**src/source/gfx_pkg.sv**
```systemverilog
// shared types, register map and control bit positions; imported by every module of the core
package gfx_pkg;

  // bus data word
  typedef logic [31:0] word_t;

  // byte address of a register inside the core, low two bits always zero
  typedef logic [7:0] reg_adr_t;

  // one queued register write
  typedef struct packed {
    reg_adr_t adr;
    word_t    data;
  } gfx_cmd_t;

  // address high half that selects the core
  localparam logic [15:0] GFX_BASE_HI = 16'hFFD4;

  // byte select pattern of a full-width access
  localparam logic [3:0] GFX_SEL_ALL = 4'b1111;

  // register map
  localparam reg_adr_t GFX_CONTROL       = 8'h00;
  localparam reg_adr_t GFX_STATUS        = 8'h04;
  localparam reg_adr_t GFX_ALPHA         = 8'h08;
  localparam reg_adr_t GFX_TARGET_BASE   = 8'h0C;
  localparam reg_adr_t GFX_TARGET_SIZE_X = 8'h10;
  localparam reg_adr_t GFX_TARGET_SIZE_Y = 8'h14;
  localparam reg_adr_t GFX_SRC_PIXEL0_X  = 8'h18;
  localparam reg_adr_t GFX_SRC_PIXEL0_Y  = 8'h1C;
  localparam reg_adr_t GFX_SRC_PIXEL1_X  = 8'h20;
  localparam reg_adr_t GFX_SRC_PIXEL1_Y  = 8'h24;
  localparam reg_adr_t GFX_DEST_PIXEL_X  = 8'h28;
  localparam reg_adr_t GFX_DEST_PIXEL_Y  = 8'h2C;
  localparam reg_adr_t GFX_COLOR0        = 8'h30;

  // control register fields
  // color depth takes three bits starting here
  localparam int GFX_CTRL_COLOR_DEPTH = 0;
  localparam int GFX_CTRL_TEXTURE     = 3;
  localparam int GFX_CTRL_BLENDING    = 4;
  localparam int GFX_CTRL_CLIPPING    = 5;

  // draw triggers, each lives for one cycle
  localparam int GFX_CTRL_POINT = 8;
  localparam int GFX_CTRL_RECT  = 9;
  localparam int GFX_CTRL_LINE  = 10;
  localparam int GFX_CTRL_TRI   = 11;

  // status word: busy in bit 0, queue count in bits 31..16
  localparam int GFX_STAT_BUSY = 0;

  // all alphas opaque after reset
  localparam word_t ALPHA_RESET = 32'hFFFF_FFFF;

endpackage
```
**src/source/gfx_frontend_top.sv**
```systemverilog
// top of the graphics register front end: bus slave, command queue, busy FSM and register bank
`timescale 1ns/1ps

module gfx_frontend_top
  import gfx_pkg::*;
#(
  parameter int POINT_WIDTH      = 16,
  parameter int QUEUE_DEPTH_BITS = 6
) (
  input  logic                   clk_i,
  input  logic                   rst_i,
  input  logic [31:0]            adr_i,
  input  word_t                  dat_i,
  output word_t                  dat_o,
  input  logic [3:0]             sel_i,
  input  logic                   we_i,
  input  logic                   stb_i,
  input  logic                   cyc_i,
  output logic                   ack_o,
  output logic                   err_o,
  output logic                   inta_o,
  input  logic                   writer_sint_i,
  input  logic                   reader_sint_i,
  input  logic                   pipeline_ack_i,
  output logic                   point_write_o,
  output logic                   rect_write_o,
  output logic                   line_write_o,
  output logic                   triangle_write_o,
  output logic [2:0]             color_depth_o,
  output logic                   texture_enable_o,
  output logic                   blending_enable_o,
  output logic                   clipping_enable_o,
  output word_t                  target_base_o,
  output logic [POINT_WIDTH-1:0] target_size_x_o,
  output logic [POINT_WIDTH-1:0] target_size_y_o,
  output logic [POINT_WIDTH-1:0] src_pixel0_x_o,
  output logic [POINT_WIDTH-1:0] src_pixel0_y_o,
  output logic [POINT_WIDTH-1:0] src_pixel1_x_o,
  output logic [POINT_WIDTH-1:0] src_pixel1_y_o,
  output logic signed [31:0]     dest_pixel_x_o,
  output logic signed [31:0]     dest_pixel_y_o,
  output word_t                  color0_o,
  output logic [7:0]             a0_o,
  output logic [7:0]             a1_o,
  output logic [7:0]             a2_o,
  output logic [7:0]             global_alpha_o
);

  logic                    q_full;
  logic                    q_enq;
  gfx_cmd_t                q_cmd;
  logic                    q_valid;
  gfx_cmd_t                q_head;
  logic                    q_deq;
  logic [QUEUE_DEPTH_BITS:0] q_count;
  logic [15:0]             status_count;
  reg_adr_t                rd_adr;
  word_t                   rd_data;
  logic                    busy;

  // status word field is 16 bits wide
  assign status_count = 16'(q_count);

  gfx_bus_slave u_slave (
    .clk_i(clk_i), .rst_i(rst_i),
    .adr_i(adr_i), .dat_i(dat_i), .sel_i(sel_i), .we_i(we_i),
    .stb_i(stb_i), .cyc_i(cyc_i),
    .dat_o(dat_o), .ack_o(ack_o), .err_o(err_o),
    .writer_sint_i(writer_sint_i), .reader_sint_i(reader_sint_i), .inta_o(inta_o),
    .full_i(q_full), .enq_o(q_enq), .cmd_o(q_cmd),
    .rd_adr_o(rd_adr), .rd_data_i(rd_data)
  );

  gfx_cmd_queue #(
    .PAYLOAD_T(gfx_cmd_t),
    .DEPTH_BITS(QUEUE_DEPTH_BITS)
  ) u_queue (
    .clk_i(clk_i), .rst_i(rst_i),
    .enq_i(q_enq), .data_i(q_cmd), .full_o(q_full), .count_o(q_count),
    .valid_o(q_valid), .data_o(q_head), .deq_i(q_deq)
  );

  gfx_busy_tracker u_tracker (
    .clk_i(clk_i), .rst_i(rst_i),
    .trigger_i({triangle_write_o, line_write_o, rect_write_o, point_write_o}),
    .pipeline_ack_i(pipeline_ack_i),
    .busy_o(busy)
  );

  gfx_reg_bank #(
    .POINT_WIDTH(POINT_WIDTH)
  ) u_regs (
    .clk_i(clk_i), .rst_i(rst_i),
    .valid_i(q_valid), .head_i(q_head), .count_i(status_count), .deq_o(q_deq),
    .busy_i(busy), .rd_adr_i(rd_adr), .rd_data_o(rd_data),
    .point_write_o(point_write_o), .rect_write_o(rect_write_o),
    .line_write_o(line_write_o), .triangle_write_o(triangle_write_o),
    .color_depth_o(color_depth_o), .texture_enable_o(texture_enable_o),
    .blending_enable_o(blending_enable_o), .clipping_enable_o(clipping_enable_o),
    .target_base_o(target_base_o),
    .target_size_x_o(target_size_x_o), .target_size_y_o(target_size_y_o),
    .src_pixel0_x_o(src_pixel0_x_o), .src_pixel0_y_o(src_pixel0_y_o),
    .src_pixel1_x_o(src_pixel1_x_o), .src_pixel1_y_o(src_pixel1_y_o),
    .dest_pixel_x_o(dest_pixel_x_o), .dest_pixel_y_o(dest_pixel_y_o),
    .color0_o(color0_o),
    .a0_o(a0_o), .a1_o(a1_o), .a2_o(a2_o), .global_alpha_o(global_alpha_o)
  );

endmodule

```
**src/source/gfx_reg_bank.sv**
```systemverilog
// register bank of the core: applies queued writes while idle, decodes fields, serves reads
`timescale 1ns/1ps

module gfx_reg_bank
  import gfx_pkg::*;
#(
  parameter int POINT_WIDTH = 16
) (
  input  logic                    clk_i,
  input  logic                    rst_i,
  input  logic                    valid_i,
  input  gfx_cmd_t                head_i,
  input  logic [15:0]             count_i,
  output logic                    deq_o,
  input  logic                    busy_i,
  input  reg_adr_t                rd_adr_i,
  output word_t                   rd_data_o,
  output logic                    point_write_o,
  output logic                    rect_write_o,
  output logic                    line_write_o,
  output logic                    triangle_write_o,
  output logic [2:0]              color_depth_o,
  output logic                    texture_enable_o,
  output logic                    blending_enable_o,
  output logic                    clipping_enable_o,
  output word_t                   target_base_o,
  output logic [POINT_WIDTH-1:0]  target_size_x_o,
  output logic [POINT_WIDTH-1:0]  target_size_y_o,
  output logic [POINT_WIDTH-1:0]  src_pixel0_x_o,
  output logic [POINT_WIDTH-1:0]  src_pixel0_y_o,
  output logic [POINT_WIDTH-1:0]  src_pixel1_x_o,
  output logic [POINT_WIDTH-1:0]  src_pixel1_y_o,
  output logic signed [31:0]      dest_pixel_x_o,
  output logic signed [31:0]      dest_pixel_y_o,
  output word_t                   color0_o,
  output logic [7:0]              a0_o,
  output logic [7:0]              a1_o,
  output logic [7:0]              a2_o,
  output logic [7:0]              global_alpha_o
);

  word_t              control_q;
  word_t              alpha_q;
  word_t              target_base_q;
  word_t              target_size_x_q;
  word_t              target_size_y_q;
  word_t              src_pixel0_x_q;
  word_t              src_pixel0_y_q;
  word_t              src_pixel1_x_q;
  word_t              src_pixel1_y_q;
  logic signed [31:0] dest_pixel_x_q;
  logic signed [31:0] dest_pixel_y_q;
  word_t              color0_q;
  word_t              status_w;
  logic               trigger_w;

  assign trigger_w = control_q[GFX_CTRL_POINT] | control_q[GFX_CTRL_RECT] |
                     control_q[GFX_CTRL_LINE] | control_q[GFX_CTRL_TRI];

  // hold the queue while the pipeline runs or is about to start
  assign deq_o = valid_i & ~busy_i & ~trigger_w;

  // control and alpha
  always_ff @(posedge clk_i)
  begin
    if (rst_i)
    begin
      control_q <= '0;
      alpha_q   <= ALPHA_RESET;
    end
    else
    begin
      // triggers self-clear, a control write below takes priority
      control_q[GFX_CTRL_POINT] <= 1'b0;
      control_q[GFX_CTRL_RECT]  <= 1'b0;
      control_q[GFX_CTRL_LINE]  <= 1'b0;
      control_q[GFX_CTRL_TRI]   <= 1'b0;
      if (deq_o)
      begin
        case (head_i.adr)
          GFX_CONTROL: control_q <= head_i.data;
          GFX_ALPHA:   alpha_q   <= head_i.data;
          default:     ;
        endcase
      end
    end
  end

  // geometry and color registers
  always_ff @(posedge clk_i)
  begin
    if (deq_o)
    begin
      case (head_i.adr)
        GFX_TARGET_BASE:   target_base_q   <= head_i.data;
        GFX_TARGET_SIZE_X: target_size_x_q <= head_i.data;
        GFX_TARGET_SIZE_Y: target_size_y_q <= head_i.data;
        GFX_SRC_PIXEL0_X:  src_pixel0_x_q  <= head_i.data;
        GFX_SRC_PIXEL0_Y:  src_pixel0_y_q  <= head_i.data;
        GFX_SRC_PIXEL1_X:  src_pixel1_x_q  <= head_i.data;
        GFX_SRC_PIXEL1_Y:  src_pixel1_y_q  <= head_i.data;
        GFX_DEST_PIXEL_X:  dest_pixel_x_q  <= $signed(head_i.data);
        GFX_DEST_PIXEL_Y:  dest_pixel_y_q  <= $signed(head_i.data);
        GFX_COLOR0:        color0_q        <= head_i.data;
        // status and unmapped addresses are dropped
        default:           ;
      endcase
    end
  end

  // control decode
  assign color_depth_o     = control_q[GFX_CTRL_COLOR_DEPTH+2:GFX_CTRL_COLOR_DEPTH];
  assign texture_enable_o  = control_q[GFX_CTRL_TEXTURE];
  assign blending_enable_o = control_q[GFX_CTRL_BLENDING];
  assign clipping_enable_o = control_q[GFX_CTRL_CLIPPING];
  assign point_write_o     = control_q[GFX_CTRL_POINT];
  assign rect_write_o      = control_q[GFX_CTRL_RECT];
  assign line_write_o      = control_q[GFX_CTRL_LINE];
  assign triangle_write_o  = control_q[GFX_CTRL_TRI];

  // vertex alphas from the high byte down, global alpha last
  assign a0_o           = alpha_q[31:24];
  assign a1_o           = alpha_q[23:16];
  assign a2_o           = alpha_q[15:8];
  assign global_alpha_o = alpha_q[7:0];

  assign target_base_o   = target_base_q;
  assign target_size_x_o = target_size_x_q[POINT_WIDTH-1:0];
  assign target_size_y_o = target_size_y_q[POINT_WIDTH-1:0];
  assign src_pixel0_x_o  = src_pixel0_x_q[POINT_WIDTH-1:0];
  assign src_pixel0_y_o  = src_pixel0_y_q[POINT_WIDTH-1:0];
  assign src_pixel1_x_o  = src_pixel1_x_q[POINT_WIDTH-1:0];
  assign src_pixel1_y_o  = src_pixel1_y_q[POINT_WIDTH-1:0];
  assign dest_pixel_x_o  = dest_pixel_x_q;
  assign dest_pixel_y_o  = dest_pixel_y_q;
  assign color0_o        = color0_q;

  always_comb
  begin
    status_w                = '0;
    status_w[31:16]         = count_i;
    status_w[GFX_STAT_BUSY] = busy_i;
  end

  // read mux, pending queue entries are not visible here
  always_comb
  begin
    case (rd_adr_i)
      GFX_CONTROL:       rd_data_o = control_q;
      GFX_STATUS:        rd_data_o = status_w;
      GFX_ALPHA:         rd_data_o = alpha_q;
      GFX_TARGET_BASE:   rd_data_o = target_base_q;
      GFX_TARGET_SIZE_X: rd_data_o = target_size_x_q;
      GFX_TARGET_SIZE_Y: rd_data_o = target_size_y_q;
      GFX_SRC_PIXEL0_X:  rd_data_o = src_pixel0_x_q;
      GFX_SRC_PIXEL0_Y:  rd_data_o = src_pixel0_y_q;
      GFX_SRC_PIXEL1_X:  rd_data_o = src_pixel1_x_q;
      GFX_SRC_PIXEL1_Y:  rd_data_o = src_pixel1_y_q;
      GFX_DEST_PIXEL_X:  rd_data_o = dest_pixel_x_q;
      GFX_DEST_PIXEL_Y:  rd_data_o = dest_pixel_y_q;
      GFX_COLOR0:        rd_data_o = color0_q;
      default:           rd_data_o = '0;
    endcase
  end

  // a command held back while busy or triggering must wait unchanged at the head
  assert property (@(posedge clk_i) disable iff (rst_i)
                   valid_i && !deq_o |=> $stable(head_i))
    else $error("queue head changed before it was applied");

endmodule

```
**src/source/gfx_bus_slave.sv**
```systemverilog
// Wishbone-style slave of the core: decodes accesses, queues writes, returns read data
`timescale 1ns/1ps

module gfx_bus_slave
  import gfx_pkg::*;
(
  input  logic        clk_i,
  input  logic        rst_i,
  input  logic [31:0] adr_i,
  input  word_t       dat_i,
  input  logic [3:0]  sel_i,
  input  logic        we_i,
  input  logic        stb_i,
  input  logic        cyc_i,
  output word_t       dat_o,
  output logic        ack_o,
  output logic        err_o,
  input  logic        writer_sint_i,
  input  logic        reader_sint_i,
  output logic        inta_o,
  input  logic        full_i,
  output logic        enq_o,
  output gfx_cmd_t    cmd_o,
  output reg_adr_t    rd_adr_o,
  input  word_t       rd_data_i
);

  logic     cs_w;
  logic     sel_full_w;
  logic     req_w;
  reg_adr_t reg_adr_w;

  // chip select on the upper address half
  assign cs_w       = cyc_i & stb_i & (adr_i[31:16] == GFX_BASE_HI);
  assign sel_full_w = (sel_i == GFX_SEL_ALL);

  // writes wait in wait states while the queue is full
  assign req_w = cs_w & sel_full_w & ~(we_i & full_i);

  assign reg_adr_w = {adr_i[7:2], 2'b00};
  assign rd_adr_o  = reg_adr_w;

  // enqueue on the cycle the ack gets registered, so only once per access
  assign enq_o      = req_w & we_i & ~ack_o;
  assign cmd_o.adr  = reg_adr_w;
  assign cmd_o.data = dat_i;

  always_ff @(posedge clk_i)
  begin
    if (rst_i)
    begin
      ack_o  <= 1'b0;
      err_o  <= 1'b0;
      inta_o <= 1'b0;
    end
    else
    begin
      ack_o  <= req_w & ~ack_o;
      // partial-width access gets a single error pulse
      err_o  <= cs_w & ~sel_full_w & ~err_o;
      inta_o <= writer_sint_i | reader_sint_i;
    end
  end

  // read data lines up with the ack
  always_ff @(posedge clk_i)
  begin
    if (cs_w & sel_full_w & ~we_i)
    begin
      dat_o <= rd_data_i;
    end
    else
    begin
      dat_o <= '0;
    end
  end

  // a write held off by a full queue has to stay on the bus until it is taken
  assert property (@(posedge clk_i) disable iff (rst_i)
                   cs_w && sel_full_w && we_i && full_i |=> cs_w)
    else $error("write request withdrawn while command queue full");

endmodule

```
**src/source/gfx_busy_tracker.sv**
```systemverilog
// wait/busy FSM of the drawing pipeline; busy from a draw trigger until the pipeline ack
`timescale 1ns/1ps

module gfx_busy_tracker (
  input  logic       clk_i,
  input  logic       rst_i,
  input  logic [3:0] trigger_i,
  input  logic       pipeline_ack_i,
  output logic       busy_o
);

  typedef enum logic {
    ST_WAIT = 1'b0,
    ST_BUSY = 1'b1
  } state_t;

  state_t state_q;

  always_ff @(posedge clk_i)
  begin
    if (rst_i)
    begin
      state_q <= ST_WAIT;
    end
    else
    begin
      case (state_q)
        ST_WAIT:
        begin
          // any draw trigger starts a pipeline operation
          if (|trigger_i)
          begin
            state_q <= ST_BUSY;
          end
        end
        ST_BUSY:
        begin
          if (pipeline_ack_i)
          begin
            state_q <= ST_WAIT;
          end
        end
        default: state_q <= ST_WAIT;
      endcase
    end
  end

  assign busy_o = (state_q == ST_BUSY);

  // register bank must drop the trigger after one cycle and then see us busy
  assert property (@(posedge clk_i) disable iff (rst_i) |trigger_i |=> !(|trigger_i) && busy_o)
    else $error("draw trigger held longer than one cycle");

endmodule

```
**src/source/gfx_cmd_queue.sv**
```systemverilog
// synchronous FIFO of pending commands; payload type set by the instantiating module
`timescale 1ns/1ps

module gfx_cmd_queue #(
  parameter type PAYLOAD_T  = logic [39:0],
  parameter int  DEPTH_BITS = 6
) (
  input  logic              clk_i,
  input  logic              rst_i,
  input  logic              enq_i,
  input  PAYLOAD_T          data_i,
  output logic              full_o,
  output logic [DEPTH_BITS:0] count_o,
  output logic              valid_o,
  output PAYLOAD_T          data_o,
  input  logic              deq_i
);

  localparam int DEPTH = 1 << DEPTH_BITS;

  PAYLOAD_T mem [DEPTH];

  logic [DEPTH_BITS-1:0] wr_ptr;
  logic [DEPTH_BITS-1:0] rd_ptr;
  logic [DEPTH_BITS:0]   count_q;
  logic                  do_enq;
  logic                  do_deq;

  assign full_o  = (count_q == DEPTH[DEPTH_BITS:0]);
  assign valid_o = (count_q != '0);
  assign count_o = count_q;

  // head is read straight from the array
  assign data_o = mem[rd_ptr];

  assign do_enq = enq_i & ~full_o;
  assign do_deq = deq_i & valid_o;

  always_ff @(posedge clk_i)
  begin
    if (do_enq)
    begin
      mem[wr_ptr] <= data_i;
    end
  end

  always_ff @(posedge clk_i)
  begin
    if (rst_i)
    begin
      wr_ptr  <= '0;
      rd_ptr  <= '0;
      count_q <= '0;
    end
    else
    begin
      if (do_enq)
      begin
        wr_ptr <= wr_ptr + 1'b1;
      end
      if (do_deq)
      begin
        rd_ptr <= rd_ptr + 1'b1;
      end
      // simultaneous enqueue and dequeue leaves the count alone
      case ({do_enq, do_deq})
        2'b10:   count_q <= count_q + 1'b1;
        2'b01:   count_q <= count_q - 1'b1;
        default: count_q <= count_q;
      endcase
    end
  end

  // producer and consumer must honour the flags
  assert property (@(posedge clk_i) disable iff (rst_i) deq_i |-> valid_o)
    else $error("command queue dequeued while empty");

  assert property (@(posedge clk_i) disable iff (rst_i) enq_i |-> !full_o)
    else $error("command queue enqueued while full");

endmodule

```
**config.mk**
```make
export PLATFORM = sky130hd
export DESIGN_NAME = gfx_frontend_top
export DESIGN_NICKNAME = d
export VERILOG_FILES = /design/src/source/gfx_pkg.sv /design/src/source/gfx_frontend_top.sv /design/src/source/gfx_reg_bank.sv /design/src/source/gfx_bus_slave.sv /design/src/source/gfx_busy_tracker.sv /design/src/source/gfx_cmd_queue.sv
export SDC_FILE = /design/constraint.sdc
export NUM_CORES = 2
export LEC_CHECK = 0
export ABC_CLOCK_PERIOD_IN_PS = 6850
export BUFFER_PORTS_ARGS = -buffer_cell sky130_fd_sc_hd__buf_2
export CORE_UTILIZATION = 45
export DETAILED_ROUTE_END_ITERATION = 7
export HOLD_SLACK_MARGIN = 0.1
export PLACE_DENSITY = 0.65
export SYNTH_ARGS = -nofsm -noshare
export SYNTH_HDL_FRONTEND = slang
export SYNTH_SLANG_ARGS = --single-unit
```
**constraint.sdc**
```tcl
create_clock -name clk_i -period 6.85 [get_ports clk_i]
set_input_delay 0 -clock clk_i [delete_from_list [all_inputs] [get_ports clk_i]]
set_output_delay 0 -clock clk_i [all_outputs]
set_load 0.01 [all_outputs]
```
; After elaboration in Yosys (flattened, before gate mapping)
; Memory sizes are Yosys's and may differ from the RTL's. A register that Yosys moved wholly into a read port is not among the register bits.
; Cells that the tools add are included.
[word_totals]
register_bits = 439
latchBits = 0
ram_bits = 2432
rom_bits = 0
input_bits = 76
output_inout_bits = 301
wordCells = 110
memories = 1
[op_classes]
addsub = 4
multipliers = 0
div_mod_pow = 0
order_cmp = 0
eq_ne = 28
shifts = 0
n_mux = 9
n_bitwise = 29
n_reduce_logical = 18
[mem_list]
columns = name, depth, word_bits, rd, rd_clocked_by_memory_dff, wr, line
row1 = u_queue.mem, 64, 38, 1, 1, 1, gfx_cmd_queue.sv:21  ; PAYLOAD_T mem [DEPTH];
[op_table]
columns = operator, n
row1 = $pmux W32 S13, 1
row2 = $eq A8 B6 Y1 const B, 5
row3 = $eq A8 B5 Y1 const B, 4
row4 = $eq A6 B4 Y1 const B, 5
row5 = $eq A6 B3 Y1 const B, 4
row6 = $reduce_and A2 Y1, 12
row7 = $eq A16 B16 Y1 const B, 1
row8 = $eq A8 B4 Y1 const B, 2
row9 = $logic_not A8 Y1, 2
row10 = $and A1 B1 Y1, 15
row11 = $pmux W7 S2, 1
row12 = $add A6 B1 Y6 const B, 2
row13 = $eq A6 B2 Y1 const B, 2
row14 = $mux W6, 2
row15 = $not A1 Y1, 10
row16 = $add A7 B1 Y7 const B, 1
row17 = $eq A7 B7 Y1 const B, 1
row18 = $reduce_bool A7 Y1, 1
row19 = $sub A7 B1 Y7 const B, 1
row20 = $eq A6 B1 Y1 const B, 1
row21 = $eq A4 B4 Y1 const B, 1
row22 = $mux W1, 4
row23 = $or A1 B1 Y1, 4
row24 = $reduce_or A4 Y1, 1
row25 = other kinds (5), 5

; Logic depth before layout (Yosys ltp)
[logic_depth]
ltp_word = 9
mapped_depth = 17
mapped_depth_nobuf = 15

; Modules after synthesis
; Synthesis repeated with hierarchy kept, for this count alone.
[unflattened]
cells_unflattened = 5485
area_unflattened_um2 = 116063.8
[modules_own_cells]
columns = module, instances, cells_per_inst, area_each_um2, seq_area_each_um2
row1 = gfx_cmd_queue, 1, 4223, 98363.1, 77374.2
row2 = gfx_reg_bank, 1, 1079, 15812.7, 10890.4
row3 = gfx_bus_slave, 1, 178, 1844.3, 700.7
row4 = gfx_busy_tracker, 1, 4, 40.0, 20.0
row5 = gfx_frontend_top, 1, 1, 3.8, 0.0

; Worst setup path before layout
; OpenSTA, ideal clock, no wires.
[synth_path]
path_kind = register to register
start = register (tool-made name)
end = register u_regs.color0_q[0] (netlist: u_regs.color0_o[0]), enable pin
setup_time_ns = 0.501
arrival_time_ns = 5.289
t_required_ns = 6.349
setup_slack_ns = 1.059
path_stages_with_launch = 9
n_path_buf = 1
path_cell_list = dfxtp_1 -> buf_6 -> mux4_2 -> mux4_2 -> or3_1 -> o21ai_0 -> nor3_1 -> nand2b_1 -> nor4_1
[synth_rtl]
columns = element, line
row1 = "end signal, assigned", gfx_reg_bank.sv:104  ; GFX_COLOR0: color0_q <= head_i.data;
row2 = "end, declared", gfx_reg_bank.sv:53  ; word_t color0_q;

; Worst setup path in the final report
[layout_path]
start = input stb_i
end = memory u_queue.mem[2][18] (netlist name), enable pin
[layout_via]
elab_chain_cells = 9
[layout_lines]
columns = element, line
row1 = "start, declared", gfx_frontend_top.sv:17  ; input logic stb_i,
row2 = $and A1 B1 Y1 (2 in a row), gfx_bus_slave.sv:34  ; assign cs_w = cyc_i & stb_i & (adr_i[31:16] == GFX_BASE_HI);
row3 = $and A1 B1 Y1 (2 in a row), gfx_bus_slave.sv:38  ; assign req_w = cs_w & sel_full_w & ~(we_i & full_i);
row4 = $and A1 B1 Y1 (2 in a row), gfx_bus_slave.sv:44  ; assign enq_o = req_w & we_i & ~ack_o;
row5 = $and A1 B1 Y1, gfx_cmd_queue.sv:36  ; assign do_enq = enq_i & ~full_o;
row6 = $mux W1, gfx_cmd_queue.sv:41  ; if (do_enq)
row7 = $mux W1 (implied by the code), gfx_cmd_queue.sv:43  ; mem[wr_ptr] <= data_i;
row8 = "end, declared", gfx_cmd_queue.sv:21
; Every way passes these cells.

==> qor.csv <==
stage,metric,value,unit
floorplan,row cnt,180,
cts,# hold bufs at CTS,62,
power,pwr dens,279,mW/mm^2
detailed_routing,DRT Pass-1 Iters,8,
timing,RSZ-0062 raised after global routing,no,
critical_path,worst reg2reg path depth,15,
critical_path,worst setup path class,in -> reg,
cts,CTS sink cnt,2877,
critical_path,crit end category,register,
floorplan,Top Ports,377,
global_routing,initial antenna violation count,30,
layout,area growth from synthesis to layout,14.5,%
timing,Worst Tran Pin Value,1470,ps
critical_path,Required @ worst endpoint,7430,ps
global_routing,total gr overflow,0,
yosys,Synth cell types,71,
detailed_routing,via count,55327,
detailed_routing,Final Routed Wirelength,306000,um
timing,Final Hold Fails,0,
floorplan,die height,495,um
yosys,syn_nets,4934,
timing,clock skew,68.2,ps
detailed_routing,Starting DRT DRC Count,7262,
global_routing,vias in the first global route,54500,
cts,Inserted Clock Buffers,302,
cts,setup bufs post-CTS,0,
cts,CTS tree,done,
timing,Final min period,5600,ps
layout,final core utilization,51.9,%
cts,Clock Latency Late Sink,940,ps
detailed_routing,DRC,0,
placed_design,Post-DP HPWL,175000,um
timing,sum of negative setup slack,0,ps
global_routing,global-route wire length before repair,424000,um
timing,endpoints failing setup,0,
worst_hold_path,hold path depth,2,
timing,pins over their slew limit,0,
placed_design,RD Place Congestion,0.861,
global_routing,largest net degree at the start of global routing,135,
cts,"CTS clk-pin slew, worst paths",60,ps
placed_design,port bufs,366,
yosys,register area share after synthesis,77.8,%
detailed_routing,antenna-violating nets left,0,
worst_hold_path,Min-Delay Path Class,in -> reg,
global_routing,GRT Total Usage,24.9,%
status,status,finished clean,
critical_path,Crit Path Max Fanout,23,
yosys,yosys warns,0,
yosys,asr flop ratio synth,0,%
cts,clock tree buffer depth,4,
cts,Root Buffer,clkbuf_16,
floorplan,initial core utilization,45.4,%
yosys,Synth Register Bits,2877,
critical_path,WP data arrival,6180,ps
yosys,Post-synth top flop,edfxtp_1,
layout,layout cells sized above 1,31.6,%
cts,post-CTS sizing,0,
yosys,"EDFF count, synth",2752,
job,max-cap check violation count,0,
timing,Worst slew margin,1.99,%
floorplan,DIE AREA,0.245,mm^2
yosys,Synth Instances,4853,
cts,H-tree levels,5,
timing,fmax,0.179,GHz
floorplan,Die Span X,495,um
yosys,"Avg Cell Area, Syn",22.5,um^2
floorplan,Core ar.,0.241,mm^2
power,VDD IR max,0.000192,V
detailed_routing,via-per-instance ratio,6.29,
yosys,"Cell Area, Synth",0.109,mm^2
timing,Tcrit/Tclk final,81.7,%
timing,minimum hold slack,358,ps
critical_path,Worst Setup Start Kind,primary input,
power,Static Leak,38.5,nW
detailed_routing,routed length per instance,34.8,um
layout,Layout Nets,5472,
-- worst max-delay path, stage by stage --
cell and delay (ps):
dlygate4sd3_1 530, buf_2 100, nand2_1 30, dlygate4sd3_1 550, or4_1 590, nor3_2 410, dlygate4sd3_1 680, and4_1 530
inv_1 330, nor2_1 290, nand3b_1 720, nor2_4 1010, buf_12 330
-- through the flow --
step / setup slack [ps] / std cells / power [mW] / instance area (um^2)
2_1_floorplan: 1060 / 4853 / 19.6 / 109000
3_3_place_gp: 1770 / 8210 / 19.9 / 116000
3_5_place_dp: 1700 / 8210 / 19.9 / 116000
4_1_cts: 1530 / 8782 / 35.2 / 125000
5_1_grt: 1210 / 8784 / 35.9 / 125000
6_report: 1250 / 8797 / 35.0 / 125000
-- layout by cell type (no fill, tap or decap), types with 18 or more instances in the layout --
cell           count
edfxtp_1        2752
mux4_2           732
buf_2            365
clkbuf_16        307
nor2_1           160
buf_4            132
dfxtp_1          120
mux2i_1           86
nor2_4            77
clkbuf_1          74
a221oi_1          71
a22o_1            65
dlygate4sd3_1     62
nand2_1           52
clkinv_1          49
nor3_1            46
clkinv_2          41
a31oi_1           37
buf_12            34
o21ai_0           28
a222oi_1          27
a22oi_1           22
a211oi_1          18
bufinv_16         18
-- power by group --
group          total [mW]  internal [mW]  switching [mW]
registers            19.2           19.2       0.0000903
logic               0.328         0.0537           0.274
clock network        15.5           8.96            6.49
-- registers in the layout (all words and copies together), names as in the netlist, 6 cells and up, named ones only --
register	count
u_regs.target_size_x_q	32
u_regs.alpha_q	32
u_regs.src_pixel1_x_q	32
u_queue.count_o	7
u_slave.dat_o	32
u_regs.src_pixel0_y_q	32
u_regs.control_q	32
u_regs.color0_o	32
u_regs.src_pixel0_x_q	32
u_queue.wr_ptr	6
u_regs.dest_pixel_y_o	32
u_regs.target_base_o	32
u_queue.mem	2432
u_regs.dest_pixel_x_o	32
u_regs.target_size_y_q	32
u_queue.rd_ptr	6
u_regs.src_pixel1_y_q	32
-- synthesized netlist by cell type (10+ instances only) --
master	number	share of area, %
nand2b_1	13	0.074
nand2_1	52	0.18
a31oi_1	43	0.25
edfxtp_1	2752	76
mux2i_1	86	0.79
buf_1	27	0.093
nor2b_1	10	0.057
xor2_1	11	0.088
and2_1	14	0.080
mux4_2	732	15
a222oi_1	27	0.25
dfxtp_1	125	2.3
a22o_1	65	0.52
o21ai_0	28	0.13
o22ai_1	13	0.074
clkbuf_1	110	0.38
a21oi_1	10	0.046
nor2_1	238	0.82
buf_6	17	0.17
or3_1	11	0.063
a22oi_1	22	0.15
a211oi_1	18	0.12
a221oi_1	71	0.57
nor3_1	50	0.23
buf_4	118	0.81
buf_2	81	0.37
-- cell type report --
class | instances | area [um^2]
well taps | 3185 | 3990
inverters | 8 | 38.8
multi-input cells | 1609 | 22800
flip-flops and latches | 2877 | 85200
clock inverters | 120 | 1050
clock buffers | 390 | 8080
fillers | 18414 | 116000
diodes | 15 | 37.5
repair buffers | 593 | 4120
-- cell families after synthesis --
group / after synthesis / synth area share [%]
buffers and inverters: 367 / 1.93
AOI/OAI and AO/OA: 331 / 2.37
and+or+nand+nor: 436 / 1.81
DFF: 2877 / 77.8
adders and majority gates: 5 / 0.0572
muxes: 822 / 15.9
xor gates and xnor gates: 15 / 0.120
-- path summary, 6_finish.rpt --
kind	startpoint	slack (ps)	end
min	dat_i[14]	360	u_queue.mem[15][14]
max	stb_i	1250	u_queue.mem[2][18]
min reg2reg	u_regs.control_q[28]	500	u_regs.control_q[28]
max reg2reg	u_queue.count_o[2]	1770	u_queue.count_o[6]
-- layer usage --
metal | GRT usage [%] | routed length [um]
met1 | 33.3 | 116000
met2 | 39.6 | 146000
met3 | 5.89 | 31600
met4 | 10.2 | 13100
met5 | 0 | 67
Note: power is estimated with default switching activity, not from simulation.
